File: src/rtl/conv_pkg.sv
`default_nettype none

package conv_pkg;

  // data widths
  localparam int pix_w   = 8;   // pixel brightness
  localparam int coeff_w = 18;  // coefficient word, sign included
  localparam int prod_w  = 26;  // 8 bit unsigned times 18 bit signed needs 26 bits
  localparam int acc_w   = 48;  // cascade partial sum

  typedef logic        [pix_w-1:0]   pixel_t; // unsigned brightness
  typedef logic signed [coeff_w-1:0] coeff_t; // s.int.frac fixed point
  typedef logic signed [prod_w-1:0]  prod_t;  // pixel times coefficient
  typedef logic signed [acc_w-1:0]   acc_t;   // running window sum

  // window geometry
  localparam int win_size = 5;                   // window edge
  localparam int num_taps = win_size * win_size; // one tap per window position
  localparam int row_skew = win_size;            // extra delay per row, in samples

  // coefficient format: sign, coeff_int_bits integer bits, the rest fraction
  localparam int coeff_int_bits  = 1;                    // erb
  localparam int coeff_frac_bits = 17 - coeff_int_bits;  // 16 -> 1.0 = 65536

  // output pixel = integer part of the sum, so drop the fraction bits
  localparam int out_lsb = coeff_frac_bits;

  // smoothing kernel in 1/256 steps, scaled to Q16 (x256)
  //   -1   0   2   0  -1
  //    0  12  24  12   0
  //    2  24 108  24   2
  //    0  12  24  12   0
  //   -1   0   2   0  -1
  // weights sum to 256/256 = 1.0, symmetric in both axes
  // tap index = 5*row + column, column 4 is the newest sample
  localparam coeff_t coeff_table [num_taps] = '{
    // row 0
    -18'sd256,  18'sd0,     18'sd512,   18'sd0,     -18'sd256,
    // row 1
    18'sd0,     18'sd3072,  18'sd6144,  18'sd3072,  18'sd0,
    // row 2, center tap is index 12
    18'sd512,   18'sd6144,  18'sd27648, 18'sd6144,  18'sd512,
    // row 3
    18'sd0,     18'sd3072,  18'sd6144,  18'sd3072,  18'sd0,
    // row 4
    -18'sd256,  18'sd0,     18'sd512,   18'sd0,     -18'sd256
  };

endpackage

`default_nettype wire

File: src/rtl/row_skew_line.sv
`default_nettype none

// delays one pixel row so the rows line up in the cascade
// row r needs r*row_skew samples of delay, row 0 needs none
module row_skew_line #(
  parameter int depth = 5  // delay in samples, >= 1
) (
  input  wire logic             clk,
  input  wire logic             rst,
  input  wire conv_pkg::pixel_t pix_in,   // undelayed row sample
  output conv_pkg::pixel_t      pix_out   // sample from depth clocks ago
);

  // shift register, entry 0 is the newest sample
  conv_pkg::pixel_t shreg [depth];

  always_ff @(posedge clk) begin
    if (rst) begin
      for (int i = 0; i < depth; i++) begin
        shreg[i] <= '0;                // flush the line, window sees black
      end
    end else begin
      shreg[0] <= pix_in;              // take a new sample every clock
      for (int i = 1; i < depth; i++) begin
        shreg[i] <= shreg[i-1];        // move everything one slot older
      end
    end
  end

  // oldest entry leaves the line
  assign pix_out = shreg[depth-1];

endmodule

`default_nettype wire

File: src/rtl/mac_tap.sv
`default_nettype none

// one stage of the systolic MAC chain
// pixel reg -> product reg -> sum reg, 3 clocks from pix_in to cascade_out
// the one-clock sum step between taps turns the taps of a row into columns
module mac_tap #(
  parameter int tap_index = 0  // window position, 0..num_taps-1
) (
  input  wire logic             clk,
  input  wire logic             rst,
  input  wire conv_pkg::pixel_t pix_in,      // aligned row sample
  input  wire conv_pkg::acc_t   cascade_in,  // partial sum of the previous tap
  output conv_pkg::acc_t        cascade_out  // partial sum incl. this tap
);

  // fixed weight of this window position
  localparam conv_pkg::coeff_t coeff = conv_pkg::coeff_table[tap_index];

  conv_pkg::pixel_t pix_q;   // registered pixel
  conv_pkg::prod_t  prod_q;  // registered product
  conv_pkg::acc_t   sum_q;   // registered partial sum

  // stage 1 and 2: capture pixel, then multiply
  always_ff @(posedge clk) begin
    if (rst) begin
      pix_q  <= '0;
      prod_q <= '0;
    end else begin
      pix_q  <= pix_in;
      // pixel is unsigned, so zero extend before the signed multiply
      prod_q <= conv_pkg::prod_t'($signed({1'b0, pix_q})) * conv_pkg::prod_t'(coeff);
    end
  end

  // stage 3: accumulate
  generate
    if (tap_index == 0) begin : g_first
      // head of the chain, nothing upstream to add
      always_ff @(posedge clk) begin
        if (rst) begin
          sum_q <= '0;
        end else begin
          sum_q <= conv_pkg::acc_t'(prod_q);  // sign extend to 48 bits
        end
      end
    end else begin : g_chain
      always_ff @(posedge clk) begin
        if (rst) begin
          sum_q <= '0;
        end else begin
          sum_q <= conv_pkg::acc_t'(prod_q) + cascade_in;  // product on top of upstream sum
        end
      end
    end
  endgenerate

  assign cascade_out = sum_q;

endmodule

`default_nettype wire

File: src/rtl/mac_cascade.sv
`default_nettype none

// 25 cascaded taps forming the 5x5 window
// tap i = 5*row + column, fed by aligned row i/5
// sum of the last tap holds the whole window, output takes its integer bits
//
// latency from row r sample to pix_out, column c (4 = newest):
//   skew 5r + product/sum 2 + chain steps (24 - 5r - c) + output reg 1
//   = 27 - c clocks, so 23 for the newest and 27 for the oldest column
module mac_cascade (
  input  wire logic             clk,
  input  wire logic             rst,
  input  wire conv_pkg::pixel_t row0_al,  // row 0, no skew
  input  wire conv_pkg::pixel_t row1_al,  // row 1, 5 samples late
  input  wire conv_pkg::pixel_t row2_al,  // row 2, 10 samples late
  input  wire conv_pkg::pixel_t row3_al,  // row 3, 15 samples late
  input  wire conv_pkg::pixel_t row4_al,  // row 4, 20 samples late
  output conv_pkg::pixel_t      pix_out   // filtered pixel
);

  localparam int n = conv_pkg::num_taps;

  conv_pkg::pixel_t rows_al  [conv_pkg::win_size];  // aligned rows, indexable
  conv_pkg::acc_t   casc_in  [n];                   // cascade input per tap
  conv_pkg::acc_t   tap_sum  [n];                   // cascade output per tap
  conv_pkg::pixel_t pix_q;                          // output pixel register

  assign rows_al[0] = row0_al;
  assign rows_al[1] = row1_al;
  assign rows_al[2] = row2_al;
  assign rows_al[3] = row3_al;
  assign rows_al[4] = row4_al;

  generate
    for (genvar i = 0; i < n; i++) begin : g_tap
      // chain link, tap 0 has no upstream neighbor
      if (i == 0) begin : g_head
        assign casc_in[i] = '0;
      end else begin : g_link
        assign casc_in[i] = tap_sum[i-1];
      end

      mac_tap #(
        .tap_index (i)
      ) u_tap (
        .clk         (clk),
        .rst         (rst),
        .pix_in      (rows_al[i / conv_pkg::win_size]),  // all 5 taps of a row share it
        .cascade_in  (casc_in[i]),
        .cascade_out (tap_sum[i])
      );
    end
  endgenerate

  // integer part of the window sum, fraction bits dropped
  // sum[out_lsb+7 : out_lsb], no saturation
  always_ff @(posedge clk) begin
    if (rst) begin
      pix_q <= '0;
    end else begin
      pix_q <= tap_sum[n-1][conv_pkg::out_lsb +: conv_pkg::pix_w];
    end
  end

  assign pix_out = pix_q;

endmodule

`default_nettype wire

File: src/rtl/conv5x5_top.sv
`default_nettype none

// streaming 5x5 convolution, five rows in, one filtered pixel out per clock
// rows 1..4 get skewed so every row arrives at its own taps in step
module conv5x5_top (
  input  wire logic             clk,
  input  wire logic             rst,
  input  wire conv_pkg::pixel_t row0,     // topmost row of the window
  input  wire conv_pkg::pixel_t row1,
  input  wire conv_pkg::pixel_t row2,
  input  wire conv_pkg::pixel_t row3,
  input  wire conv_pkg::pixel_t row4,     // bottom row
  output conv_pkg::pixel_t      pix_out   // filtered pixel
);

  // skewed rows, row 0 goes straight through
  conv_pkg::pixel_t row1_al;
  conv_pkg::pixel_t row2_al;
  conv_pkg::pixel_t row3_al;
  conv_pkg::pixel_t row4_al;

  row_skew_line #(
    .depth (1 * conv_pkg::row_skew)  // 5
  ) u_skew1 (
    .clk     (clk),
    .rst     (rst),
    .pix_in  (row1),
    .pix_out (row1_al)
  );

  row_skew_line #(
    .depth (2 * conv_pkg::row_skew)  // 10
  ) u_skew2 (
    .clk     (clk),
    .rst     (rst),
    .pix_in  (row2),
    .pix_out (row2_al)
  );

  row_skew_line #(
    .depth (3 * conv_pkg::row_skew)  // 15
  ) u_skew3 (
    .clk     (clk),
    .rst     (rst),
    .pix_in  (row3),
    .pix_out (row3_al)
  );

  row_skew_line #(
    .depth (4 * conv_pkg::row_skew)  // 20
  ) u_skew4 (
    .clk     (clk),
    .rst     (rst),
    .pix_in  (row4),
    .pix_out (row4_al)
  );

  mac_cascade u_cascade (
    .clk     (clk),
    .rst     (rst),
    .row0_al (row0),
    .row1_al (row1_al),
    .row2_al (row2_al),
    .row3_al (row3_al),
    .row4_al (row4_al),
    .pix_out (pix_out)
  );

endmodule

`default_nettype wire

File: config.mk
export PLATFORM = sky130hd
export DESIGN_NAME = conv5x5_top
export DESIGN_NICKNAME = d
export VERILOG_FILES = /design/src/rtl/conv_pkg.sv /design/src/rtl/row_skew_line.sv /design/src/rtl/mac_tap.sv /design/src/rtl/mac_cascade.sv /design/src/rtl/conv5x5_top.sv
export SDC_FILE = /design/constraint.sdc
export NUM_CORES = 1
export LEC_CHECK = 0
export BUFFER_PORTS_ARGS = -buffer_cell sky130_fd_sc_hd__buf_2
export CORE_MARGIN = 2
export CORE_UTILIZATION = 40
export CTS_CLUSTER_SIZE = 25
export DETAILED_ROUTE_END_ITERATION = 8
export GPL_ROUTABILITY_DRIVEN = 0
export PLACE_DENSITY = 0.65
export SKIP_CTS_REPAIR_TIMING = 1
export SLEW_MARGIN = 20
export SYNTH_ARGS = -nofsm -noshare
export SYNTH_HDL_FRONTEND = slang
export SYNTH_SLANG_ARGS = --single-unit
File: constraint.sdc
create_clock -name clk -period 5 [get_ports clk]
set_input_delay 0.25 -clock clk [delete_from_list [all_inputs] [get_ports clk]]
set_output_delay 0.25 -clock clk [all_outputs]
set_load 0.01 [all_outputs]
# Yosys cells after proc, flatten, opt, wreduce, memory -nomap -nowiden
# Memories as Yosys holds them, arrays and structs flattened. A register that Yosys moved wholly into a read port is not among the register bits.
# Cells that the tools add are included.
[word_totals]
register_bits = 806
ramBits = 400
in_bits = 42
output_inout_bits = 8
elab_cells = 176
memories = 4
[classes]
n_addsub = 18
n_mul = 6
muxes = 53
bitwise_logic = 50
[mem_list]
columns = ["memory", "words", "width", "rd", "rd_ports_with_merged_regs", "wr", "line_no", "rtl"]
rows = [
  ["u_skew4.shreg", 20, 8, 20, 1, 20, "row_skew_line.sv:15", "conv_pkg::pixel_t shreg [depth];"],
  ["u_skew3.shreg", 15, 8, 15, 1, 15, "row_skew_line.sv:15", ""],
  ["u_skew2.shreg", 10, 8, 10, 1, 10, "row_skew_line.sv:15", ""],
  ["u_skew1.shreg", 5, 8, 5, 1, 5, "row_skew_line.sv:15", ""],
]
[op_table]
columns = ["op", "n"]
rows = [
  ["8-bit two-way mux", 50],
  ["18-bit by 24-bit adder with 24-bit output", 4],
  ["21-bit by 24-bit adder with 24-bit output", 4],
  ["22-bit by 24-bit adder with 24-bit output", 4],
  ["24-bit adder", 4],
  ["8-bit by 2-bit multiplier with 10-bit output, second input constant", 5],
  ["1-bit OR", 50],
  ["8-bit negation with 16-bit output", 2],
  ["8-bit by 5-bit multiplier with 13-bit output, second input constant", 1],
  ["1-bit two-way mux", 3],
]

# Depth between registers and ports, before layout
# Gate-level depths: netlist of the first run.
[depth]
word_depth = 3
mapped_depth = 13
ltp_nobuf = 13

# Modules after synthesis
# From an unflattened synthesis of the first run, not the netlist that was laid out.
[hier_totals]
hier_cells = 7775
hier_area_um2 = 77076.4
[modules_own_cells]
columns = ["module", "n_inst", "cells_each", "area_per_inst_um2", "seq_area_each_um2"]
rows = [
  ["mac_tap at u_cascade.g_tap[20].u_tap ...", 3, 503, 4307.9, 1421.4],
  ["mac_tap at u_cascade.g_tap[15].u_tap ...", 8, 101, 1305.0, 960.9],
  ["mac_tap at u_cascade.g_tap[11].u_tap ...", 3, 356, 3218.1, 1321.3],
  ["mac_tap at u_cascade.g_tap[10].u_tap ...", 2, 310, 2882.8, 1281.2],
  ["mac_tap at u_cascade.g_tap[22].u_tap ...", 2, 282, 2792.7, 1281.2],
  ["row_skew_line at u_skew4", 1, 345, 4366.7, 3203.1],
  ["mac_tap at u_cascade.g_tap[12].u_tap", 1, 455, 4181.5, 1381.3],
  ["row_skew_line at u_skew3", 1, 261, 3280.6, 2402.3],
  ["mac_tap at u_cascade.g_tap[8].u_tap", 1, 362, 3241.9, 1321.3],
  ["mac_tap at u_cascade.g_tap[17].u_tap", 1, 359, 3225.6, 1321.3],
  ["mac_tap at u_cascade.g_tap[18].u_tap", 1, 331, 3161.8, 1321.3],
  ["mac_tap at u_cascade.g_tap[16].u_tap", 1, 343, 3101.7, 1321.3],
  ["mac_tap at u_cascade.g_tap[6].u_tap", 1, 331, 3101.7, 1321.3],
  ["row_skew_line at u_skew2", 1, 176, 2202.1, 1601.5],
  ["+3 rows", "--", "--", "--", "--"],
]

# Worst setup path before layout of the first run
# OpenSTA, ideal clock, no wires.
[synth_path]
kind = "reg-to-reg"
from = "register u_cascade.g_tap[10].u_tap.pix_q[4] (netlist name)"
to = "register u_cascade.g_tap[12].u_tap.prod_q[22]"
setup_ns = 0.070
arrival_ns = 2.982
required_ns = 4.930
path_slack_ns = 1.947
stages_incl_launch_ff = 13
n_path_buf = 0
synth_period_minus_slack_ns = 3.053
path_cell_list = "dfxtp_1 ha_1 inv_1 fa_1 fa_1 inv_1 ha_1 o21ai_0 nand2_1 nand3_1 or3_1 a21o_1 a21oi_1"
[synth_lines]
columns = ["item", "line_no", "rtl"]
rows = [
  ["end signal: assignment", "mac_tap.sv:31", "prod_q <= conv_pkg::prod_t'($signed({1'b0, pix_q})) * conv_pkg::prod_t'(coeff);"],
  ["end: declaration", "mac_tap.sv:20", "conv_pkg::prod_t prod_q;"],
]

==> results of run 1 <==
## flip-flops by register name (all words and copies together), names as in the netlist
name                               count
u_cascade.g_tap.u_tap.pix_q           40
u_cascade.g_tap.u_tap.prod_q          91
u_cascade.pix_out                      8
u_skew3.shreg                        120
u_cascade.g_tap.u_tap.cascade_out    390
u_skew2.shreg                         80
u_skew4.shreg                        160
u_skew1.shreg                         40
## through the flow
| step | hold WS [ns] | instances | area (um^2) |
|---|---|---|---|
| floorplan | 0.378 | 3318 | 34600 |
| global placement | 0.414 | 4408 | 36000 |
| detailed placement | 0.420 | 4408 | 36000 |
| CTS | -0.243 | 4578 | 39200 |
| global route | 0.0630 | 4618 | 39600 |
| finish | 0.0186 | 4618 | 39600 |
## synth_stat cells, drive strengths merged (6+ instances only)
library cell,count
dfxtp,929
nor2b,737
nor2,255
ha,222
a21oi,147
inv,116
clkbuf,103
o21ai,96
nor3,74
nand2,73
xor2,57
a21o,55
xnor2,48
o21a,47
mux2,44
fa,27
nand3,26
a31oi,23
o31ai,21
a211oi,18
nand2b,18
o21bai,13
a21boi,12
and3,12
nor4,11
nor3b,10
nand4,9
o211ai,9
or3,9
or4,9
buf,8
nand3b,8
a41oi,7
a211o,6
## power groups by stage
stage	logic [mW]	clock network, mW	registers [mW]
CTS	0.340	7.28	7.55
global route	0.407	7.58	7.55
finish	0.355	7.04	7.55
floorplan	0.270	0	7.69
global placement	0.334	0	7.71
detailed placement	0.338	0	7.71
## per-layer routing
layer,GRT usage [%],vias up,share of wire [%]
li1,-,11190,-
met1,14.9,9515,47
met2,20.5,218,47
met3,2.22,106,3.0
met4,4.95,0,3.2
met5,0,-,0
## worst paths after layout
kind                                            startpoint                                  endpoint  slack [ns]
hold / removal                                         rst                      u_cascade.pix_out[5]        0.02
setup / recovery        u_cascade.g_tap[10].u_tap.pix_q[4]      u_cascade.g_tap[12].u_tap.prod_q[22]        1.70
setup reg to reg        u_cascade.g_tap[10].u_tap.pix_q[4]      u_cascade.g_tap[12].u_tap.prod_q[22]        1.70
hold reg to reg   u_cascade.g_tap[8].u_tap.cascade_out[19]  u_cascade.g_tap[9].u_tap.cascade_out[19]        0.42
## final cells by class
cell class / instances / area [um^2]
inverter: 116 / 435
fill: 7987 / 45800
clock buffer: 139 / 2750
tap: 1144 / 1430
sequential: 929 / 18600
timing repair buffer: 97 / 766
clock inverter: 31 / 445
multi-input combinational: 2162 / 15100
## logic make-up (layout without fill, tap and decap cells)
family | Yosys count | after routing
buf+inv | 227 | 383
simple gates | 1268 | 1268
compound gates | 493 | 493
xor+xnor | 105 | 105
fa+ha+maj | 249 | 249
flops | 929 | 929
mux | 47 | 47
## worst max-delay path: stages, from the launching register on
cell and delay, ns:
dfxtp_1 0.50, ha_1 0.33, inv_1 0.11, fa_1 0.42, fa_1 0.51, inv_1 0.04, ha_1 0.30, o21ai_0 0.11
nand2_1 0.12, nand3_1 0.10, or3_1 0.38, a21o_1 0.17, a21oi_1 0.12
==> results_dict.tcl, run 1 <==
set metrics [dict create \
    cap_viol_max_count 0 \
    synth_fa_ha_area_share_pct 9.59 \
    switching_share_pct 20.6 \
    coreArea_mm2 0.0854 \
    synth.area.top_cells "dfxtp_1 54%, nor2b_1 13%, ha_1 8.0%" \
    synth_warnings 0 \
    syn_nets 3609 \
    synthXorXnorAreaFrac_pct 2.66 \
    vias 21029 \
    clkTransAtPathRegs_ns 0.06 \
    io_buffers 49 \
    antenna_found_initial 0 \
    combPwrFrac_pct 2.4 \
    pwr-share-clk_pct 47.1 \
    path_max_fanout 6 \
    grt_start_max_net_pins 203 \
    cts_num_sinks 929 \
    htreeDepth 3 \
    ys_ff_latch 929 \
    p_leak_nw 16.6 \
    clockBufferDepth 3 \
    path_class "reg2reg" \
    numCtsBuffers 95 \
    drive_gt1_share_pct 8.12 \
    clock_latency_ns 0.64 \
    r2r_cells 12 \
    synth-edff-count 0 \
    die-area_mm2 0.0888 \
    drc 0 \
    tns_ns 0 \
    drtIter0Drc 1059 \
    seq_area_frac_synth_pct 53.8 \
    final_util_pct 46.3 \
    initial_utilization_pct 40.5 \
    synthArstFlopShare_pct 0 \
    synth_ff_type "dfxtp_1" \
    slew_headroom_pct 41.3 \
    detail_route.vias_per_cell 4.55 \
    status "complete, no violations" \
    avgSynthCellArea_um2 10.4 \
    fin_skew_ns 0.0407 \
    layout_common_cells "929 x dfxtp_1, 736 x nor2b_1, 255 x nor2_1" \
    syn_area_mm2 0.0346 \
    seqPwrFrac_pct 50.5 \
    grt_remaining_overflow 0 \
    final-setup-viol-count 0 \
    synth_top_area_share_pct 53.8 \
    grt_pass1_vias 19711 \
    pin_count 50 \
    p_per_area_mw_per_mm2 378 \
    intPower_mw 11.9 \
    synth_compound_area_share_pct 9.45 \
    p_switching_mw 3.08 \
    num_rows 107 \
    dp_slack_ns 1.74 \
    hold_depth 2 \
    drv_slew 0 \
    synth_top_area_cell "dfxtp_1" \
    root_buffer "clkbuf_16" \
    dieHeight_um 298 \
    hold_viol_final 0 \
    rsz0062_at_grt "no" \
    final_nets 3692 \
    routed_wl_um 53400 \
    worst_ep_arrival_time_ns 3.84 \
    grt_util_all_layers_pct 12.0 \
    worst_slack_ns 1.70 \
    synth_cells 3318 \
    period_minus_slack_ns 3.30 \
    max_freq_mhz 303 \
    num_antenna_cells 0 \
    hpwlAfterDp_um 34700 \
    cp-end-kind "register" \
    tightest_slew_ns 0.880 \
    synth_top_family_by_area "simple AND/OR/NAND/NOR gates" \
    worstSetupStartpointType "register" \
    die_w_um 298 \
    postRouteAntennaNets 0 \
    synth.distinct_cells 76 \
    cts_tree "built" \
    min_path_type "in2reg" \
    required_ns 5.53 \
    first_pass_iters 5 \
    grt_pass1_wl_um 90800 \
    post_drt_wl_per_cell_um 11.6 \
    syn2layout_area_growth_pct 14.4 \
    total_power_mw 14.9 \
    final_common_cell "dfxtp_1" \
    synthMuxAreaShare_pct 1.55 \
    finalCritPeriodShare_pct 66.1 \
    peakVddDrop_mv 0.282 \
    yosys.area_share.simple_pct 20.5 \
]
Power figures use the tool's default switching activity.
==> inputs of run 2 (changes only) <==
- clock period: 5 -> 3.1 ns (I/O delays scaled with it)
==> run 2 against run 1 <==
First-iteration DRC count decreased by 13%. Sequential share of layout area decreased by 0.56 points. Utilization rose by 0.58 points. Largest cell class unchanged. The flow now finishes with violations (hold timing). Worst setup slack lost 1.6 ns. Final cell count increased by 0.61%. Clock power rose by 68%. Critical endpoint is now u_cascade.g_tap[12].u_tap.prod_q[21]. Maximum frequency is 11% higher. Non-clock buffer count is 24 higher.
==> results_dict.tcl, run 2 (synthesis results as in run 1) <==
set metrics [dict create \
    drtIter0Drc 926 \
    final_util_pct 46.9 \
    htreeDepth 3 \
    drive_gt1_share_pct 9.59 \
    hpwlAfterDp_um 35600 \
    fin_skew_ns 0.0515 \
    path_cells "ha_4 -> xor2_1 -> ha_1 -> inv_1 -> fa_1 -> inv_1 -> ha_1 -> o21ai_1 -> o21ai_2 -> a31oi_4 -> a21oi_2 -> mux2_4" \
    grt_util_all_layers_pct 12.3 \
    clockBufferDepth 3 \
    period_minus_slack_ns 2.98 \
    combPwrFrac_pct 2.4 \
    pin_count 50 \
    seqPwrFrac_pct 49.5 \
    tightest_slew_ns 0.947 \
    max_freq_mhz 335 \
    io_buffers 49 \
    slew_headroom_pct 36.0 \
    clock_latency_ns 0.66 \
    root_buffer "clkbuf_16" \
    cap_viol_max_count 0 \
    finalCritPeriodShare_pct 96.3 \
    final_nets 3717 \
    fin_area_mm2 0.0401 \
    dp_slack_ns -0.0176 \
    final_common_cell "dfxtp_1" \
    die-area_mm2 0.0888 \
    cts_num_sinks 929 \
    post_drt_wl_per_cell_um 11.8 \
    instances_no_fill 4646 \
    grt_pass1_vias 20115 \
    final-setup-viol-count 0 \
    numCtsBuffers 96 \
    hold_viol_final 1 \
    drv_slew 0 \
    drc 0 \
    worstSetupStartpointType "register" \
    routed_wl_um 54700 \
    peakVddDrop_mv 0.452 \
    path_class "reg2reg" \
    coreArea_mm2 0.0854 \
    dieHeight_um 298 \
    rsz0062_at_grt "yes" \
    layout_common_cells "926 x dfxtp_1, 736 x nor2b_1, 255 x nor2_1" \
    dpl_cell_area_mm2 0.0362 \
    status "finished, violations left" \
    min_path_type "in2reg" \
    violations "hold timing" \
    num_rows 107 \
    worst_ep_arrival_time_ns 3.48 \
    detail_route.vias_per_cell 4.58 \
    switching_share_pct 21.0 \
    first_pass_iters 4 \
    required_ns 3.60 \
    num_antenna_cells 0 \
    pwr-share-clk_pct 48.1 \
    fin_hold_ws_ns -0.00322 \
    die_w_um 298 \
    cp-end-kind "register" \
    postRouteAntennaNets 0 \
    p_leak_nw 16.8 \
    grt_remaining_overflow 0 \
    critPathSlowestCell "fa_1" \
    worst_slack_ns 0.116 \
    initial_utilization_pct 40.5 \
    max_stage_delay_ns 0.49 \
    intPower_mw 19.4 \
    vias 21259 \
    p_switching_mw 5.16 \
    place_inst 4431 \
    total_power_mw 24.6 \
    crit_buf_inv 2 \
    p_per_area_mw_per_mm2 614 \
    tns_ns 0 \
    clkTransAtPathRegs_ns 0.06 \
    syn2layout_area_growth_pct 15.8 \
    grt_start_max_net_pins 151 \
    largest_register_ffs 390 \
    antenna_found_initial 0 \
    path_max_fanout 5 \
    crit_family "adder cells" \
    grt_pass1_wl_um 92700 \
    cts_tree "built" \
]
## run 2: cell count changes in the layout (fill, tap and decap cells not counted), sizes merged
cell,previous run,this run
buf,57,81
bufinv,7,9
clkbuf,139,132
clkinv,21,27
clkinvlp,1,3
inv,118,119
## run 2: worst paths after layout
check                                                        start                                         to  slack, ns  depth (start not counted)
worst max-delay path            u_cascade.g_tap[10].u_tap.pix_q[1]       u_cascade.g_tap[12].u_tap.prod_q[21]       0.12                         12
worst min-delay path                                           rst  u_cascade.g_tap[23].u_tap.cascade_out[18]     -0.003                          2
worst max register to register  u_cascade.g_tap[10].u_tap.pix_q[1]       u_cascade.g_tap[12].u_tap.prod_q[21]       0.12                         12
worst min register to register                u_skew4.shreg[16][7]                       u_skew4.shreg[17][7]       0.41                          1
## run 2: final cells by class
| cell class | count | area, um^2 |
|---|---|---|
| clock buffers | 132 | 2770 |
| clock inverters | 42 | 599 |
| fillers | 7944 | 45400 |
| inverters | 116 | 435 |
| multi-input cells | 2162 | 15200 |
| flip-flops and latches | 929 | 18600 |
| well taps | 1144 | 1430 |
| repair buffers | 121 | 983 |
## run 2: routing by layer
| layer | up-vias | GRT usage (%) | wire, um |
|---|---|---|---|
| li1 | 11219 | - | - |
| met1 | 9635 | 14.8 | 25100 |
| met2 | 267 | 21.2 | 25800 |
| met3 | 138 | 2.26 | 1750 |
| met4 | 0 | 5.79 | 2110 |
| met5 | - | 0 | 0 |
## run 2: worst register-to-register path, stage by stage, from the launching register on
cell and delay (ns):
dfxtp_4 0.37, ha_4 0.25, xor2_1 0.17, ha_1 0.28, inv_1 0.05, fa_1 0.49, inv_1 0.04, ha_1 0.29
o21ai_1 0.10, o21ai_2 0.21, a31oi_4 0.11, a21oi_2 0.17, mux2_4 0.31
## run 2: power groups by stage
stage / clock network (mW) / logic [mW] / registers (mW)
floorplan: 0 / 0.435 / 12.4
global placement: 0 / 0.554 / 12.4
detailed placement: 0 / 0.561 / 12.4
CTS: 12.2 / 0.565 / 12.2
global route: 12.7 / 0.673 / 12.2
finish: 11.8 / 0.591 / 12.2
==> inputs of run 3 (changes only) <==
- CELL_PAD_IN_SITES_DETAIL_PLACEMENT: default -> 0
- CELL_PAD_IN_SITES_GLOBAL_PLACEMENT: default -> 2
- PLACE_DENSITY: 0.65 -> 0.86
==> run 3 against run 2 <==
The flow still finishes with violations (hold timing). Final area up 0.74%. Clock skew up 0.013 ns. Via count fell by 0.75%. Combinational power rose by 2%. Worst hold slack lost 0.0024 ns. Clock-buffer cell count up 5. Register-to-register slack lost 0.03 ns. Clock power rose by 5%. Sequential power about the same. Power is 2.5% higher. Die area stayed put. Final cell count grew 0.54%. Largest power group is now clock. Highest routed layer unchanged.
==> results_dict.tcl, run 3 (synthesis results as in run 1) <==
set metrics [dict create \
    p_switching_mw 5.29 \
    grt_pass1_wl_um 94500 \
    worstSetupStartpointType "register" \
    slew_headroom_pct 35.8 \
    tightest_slew_ns 0.949 \
    htreeDepth 3 \
    worst_ep_arrival_time_ns 3.57 \
    grt_remaining_overflow 0 \
    rsz0062_at_grt "yes" \
    total_power_mw 25.2 \
    period_minus_slack_ns 3.01 \
    routed_wl_um 55400 \
    fin_hold_ws_ns -0.00563 \
    cts_num_sinks 929 \
    cp-endpoint "u_cascade.g_tap[12].u_tap.prod_q[22]" \
    intPower_mw 19.9 \
    cts_tree "built" \
    grt_start_max_net_pins 114 \
    antenna_found_initial 0 \
    grt_pass1_vias 19789 \
    seqPwrFrac_pct 48.3 \
    post_drt_wl_per_cell_um 11.9 \
    syn2layout_area_growth_pct 16.7 \
    p_leak_nw 16.9 \
    final-setup-viol-count 0 \
    required_ns 3.66 \
    place_inst 4445 \
    root_buffer "clkbuf_16" \
    fin_skew_ns 0.0648 \
    drv_slew 0 \
    drive_gt1_share_pct 10.2 \
    drtIter0Drc 702 \
    hpwlAfterDp_um 37100 \
    max_freq_mhz 332 \
    crit_family "adder cells" \
    largest_register_ffs 390 \
    top_layer "met4" \
    numCtsBuffers 98 \
    pin_count 50 \
    first_pass_iters 6 \
    r2r_cells 10 \
    final_common_cell "dfxtp_1" \
    combPwrFrac_pct 2.4 \
    drc 0 \
    detailroute.wirelength.met2_um 25300 \
    max_stage_delay_ns 0.46 \
    dp_slack_ns 0.0106 \
    finalCritPeriodShare_pct 97.2 \
    switching_share_pct 21.0 \
    worst_slack_ns 0.0868 \
    pwr-share-clk_pct 49.3 \
    cpMostUsedCell "ha_1" \
    r2r-end "u_cascade.g_tap[12].u_tap.prod_q[22]" \
    vias 21100 \
    die_w_um 298 \
    initial_utilization_pct 40.5 \
    path_max_fanout 5 \
    violations "hold timing" \
    hold_viol_final 1 \
    dr_wl_met3_um 1800 \
    clkTransAtPathRegs_ns 0.06 \
    die-area_mm2 0.0888 \
    min_path_type "in2reg" \
    clock_latency_ns 0.68 \
    status "finished, violations left" \
    peakVddDrop_mv 0.447 \
    layout_common_cells "924 x dfxtp_1, 736 x nor2b_1, 255 x nor2_1" \
    cp.depth 10 \
    io_buffers 49 \
    postRouteAntennaNets 0 \
    cap_viol_max_count 0 \
    path_class "reg2reg" \
    cp-end-kind "register" \
    drt-met1-wl_um 27100 \
    coreArea_mm2 0.0854 \
    num_rows 107 \
    crit_buf_inv 1 \
    nFillCells 7976 \
    detail_route.vias_per_cell 4.52 \
    p_per_area_mw_per_mm2 624 \
    path_cells "ha_1 -> ha_1 -> fa_1 -> ha_1 -> inv_1 -> o21bai_1 -> a21boi_2 -> or3_4 -> a21o_1 -> a21oi_2" \
    final_nets 3732 \
    r2r_start "u_cascade.g_tap[10].u_tap.pix_q[1]" \
    tns_ns 0 \
    worst-r2r-setup-slack_ns 0.09 \
    critPathSlowestCell "fa_1" \
    grt_util_all_layers_pct 12.5 \
    clockBufferDepth 3 \
    instances_no_fill 4671 \
    num_antenna_cells 0 \
    cp-startpoint "u_cascade.g_tap[10].u_tap.pix_q[1]" \
    dieHeight_um 298 \
]
[run 3: changes by cell type in the layout (fill, tap and decap cells not counted), sizes merged]
| cell | before | now |
|---|---|---|
| buf | 81 | 94 |
| clkbuf | 132 | 137 |
| bufinv | 9 | 13 |
| clkinvlp | 3 | 6 |
| clkinv | 27 | 28 |
| inv | 119 | 118 |
[run 3: per-stage QoR]
stage / util, % / instance area, um^2
final: 47.2 / 40400
after global placement: 42.5 / 36300
after detailed placement: 42.5 / 36300
after CTS: 46.7 / 39900
after floorplan: - / 34600
after global routing: 47.2 / 40400
[run 3: layer usage]
metal	vias to the layer above	GRT usage, %
li1	11298	-
met1	9509	16.4
met2	196	20.5
met3	97	2.35
met4	0	4.45
met5	-	0
[run 3: power groups by stage]
stage          Sequential [mW]  Clock [mW]  Combinational [mW]
2_1_floorplan             12.4           0               0.435
3_3_place_gp              12.4           0               0.574
3_5_place_dp              12.4           0               0.577
4_1_cts                   12.2        12.9               0.580
5_1_grt                   12.2        13.4               0.689
6_report                  12.2        12.4               0.604
[run 3: layout make-up]
cell class	instances	area (um^2)	share of cell area [%]
Clock buffer	137	2830	7.01
Inverter	116	435	1.08
Sequential cell	929	18600	46.1
Clock inverter	49	758	1.88
Multi-Input combinational cell	2162	15200	37.7
Timing Repair Buffer	134	1070	2.65
Tap cell	1144	1430	3.55
[run 3: how the worst min path moves through the flow]
stage	startpoint	end	slack [ns]	depth (start not counted)
2_1_floorplan	row0[0]	u_cascade.g_tap[0].u_tap.pix_q[0]	0.28	1
3_3_place_gp	row3[4]	u_skew3.shreg[0][4]	0.36	2
3_5_place_dp	row3[5]	u_skew3.shreg[0][5]	0.37	2
4_1_cts	row3[6]	u_skew3.shreg[0][6]	-0.37	2
5_1_grt	rst	u_cascade.g_tap[11].u_tap.cascade_out[14]	0.04	2
6_report	rst	u_cascade.g_tap[23].u_tap.cascade_out[22]	-0.006	2
[run 3: worst reg2reg max path, delay by kind of cell (launching register included)]
family / cells / cell delay [ns]
buffers and inverters: 1 / 0.07
adders and majority gates: 4 / 1.40
AOI/OAI and AO/OA: 4 / 0.66
and+or+nand+nor: 1 / 0.39
DFF: 1 / 0.36
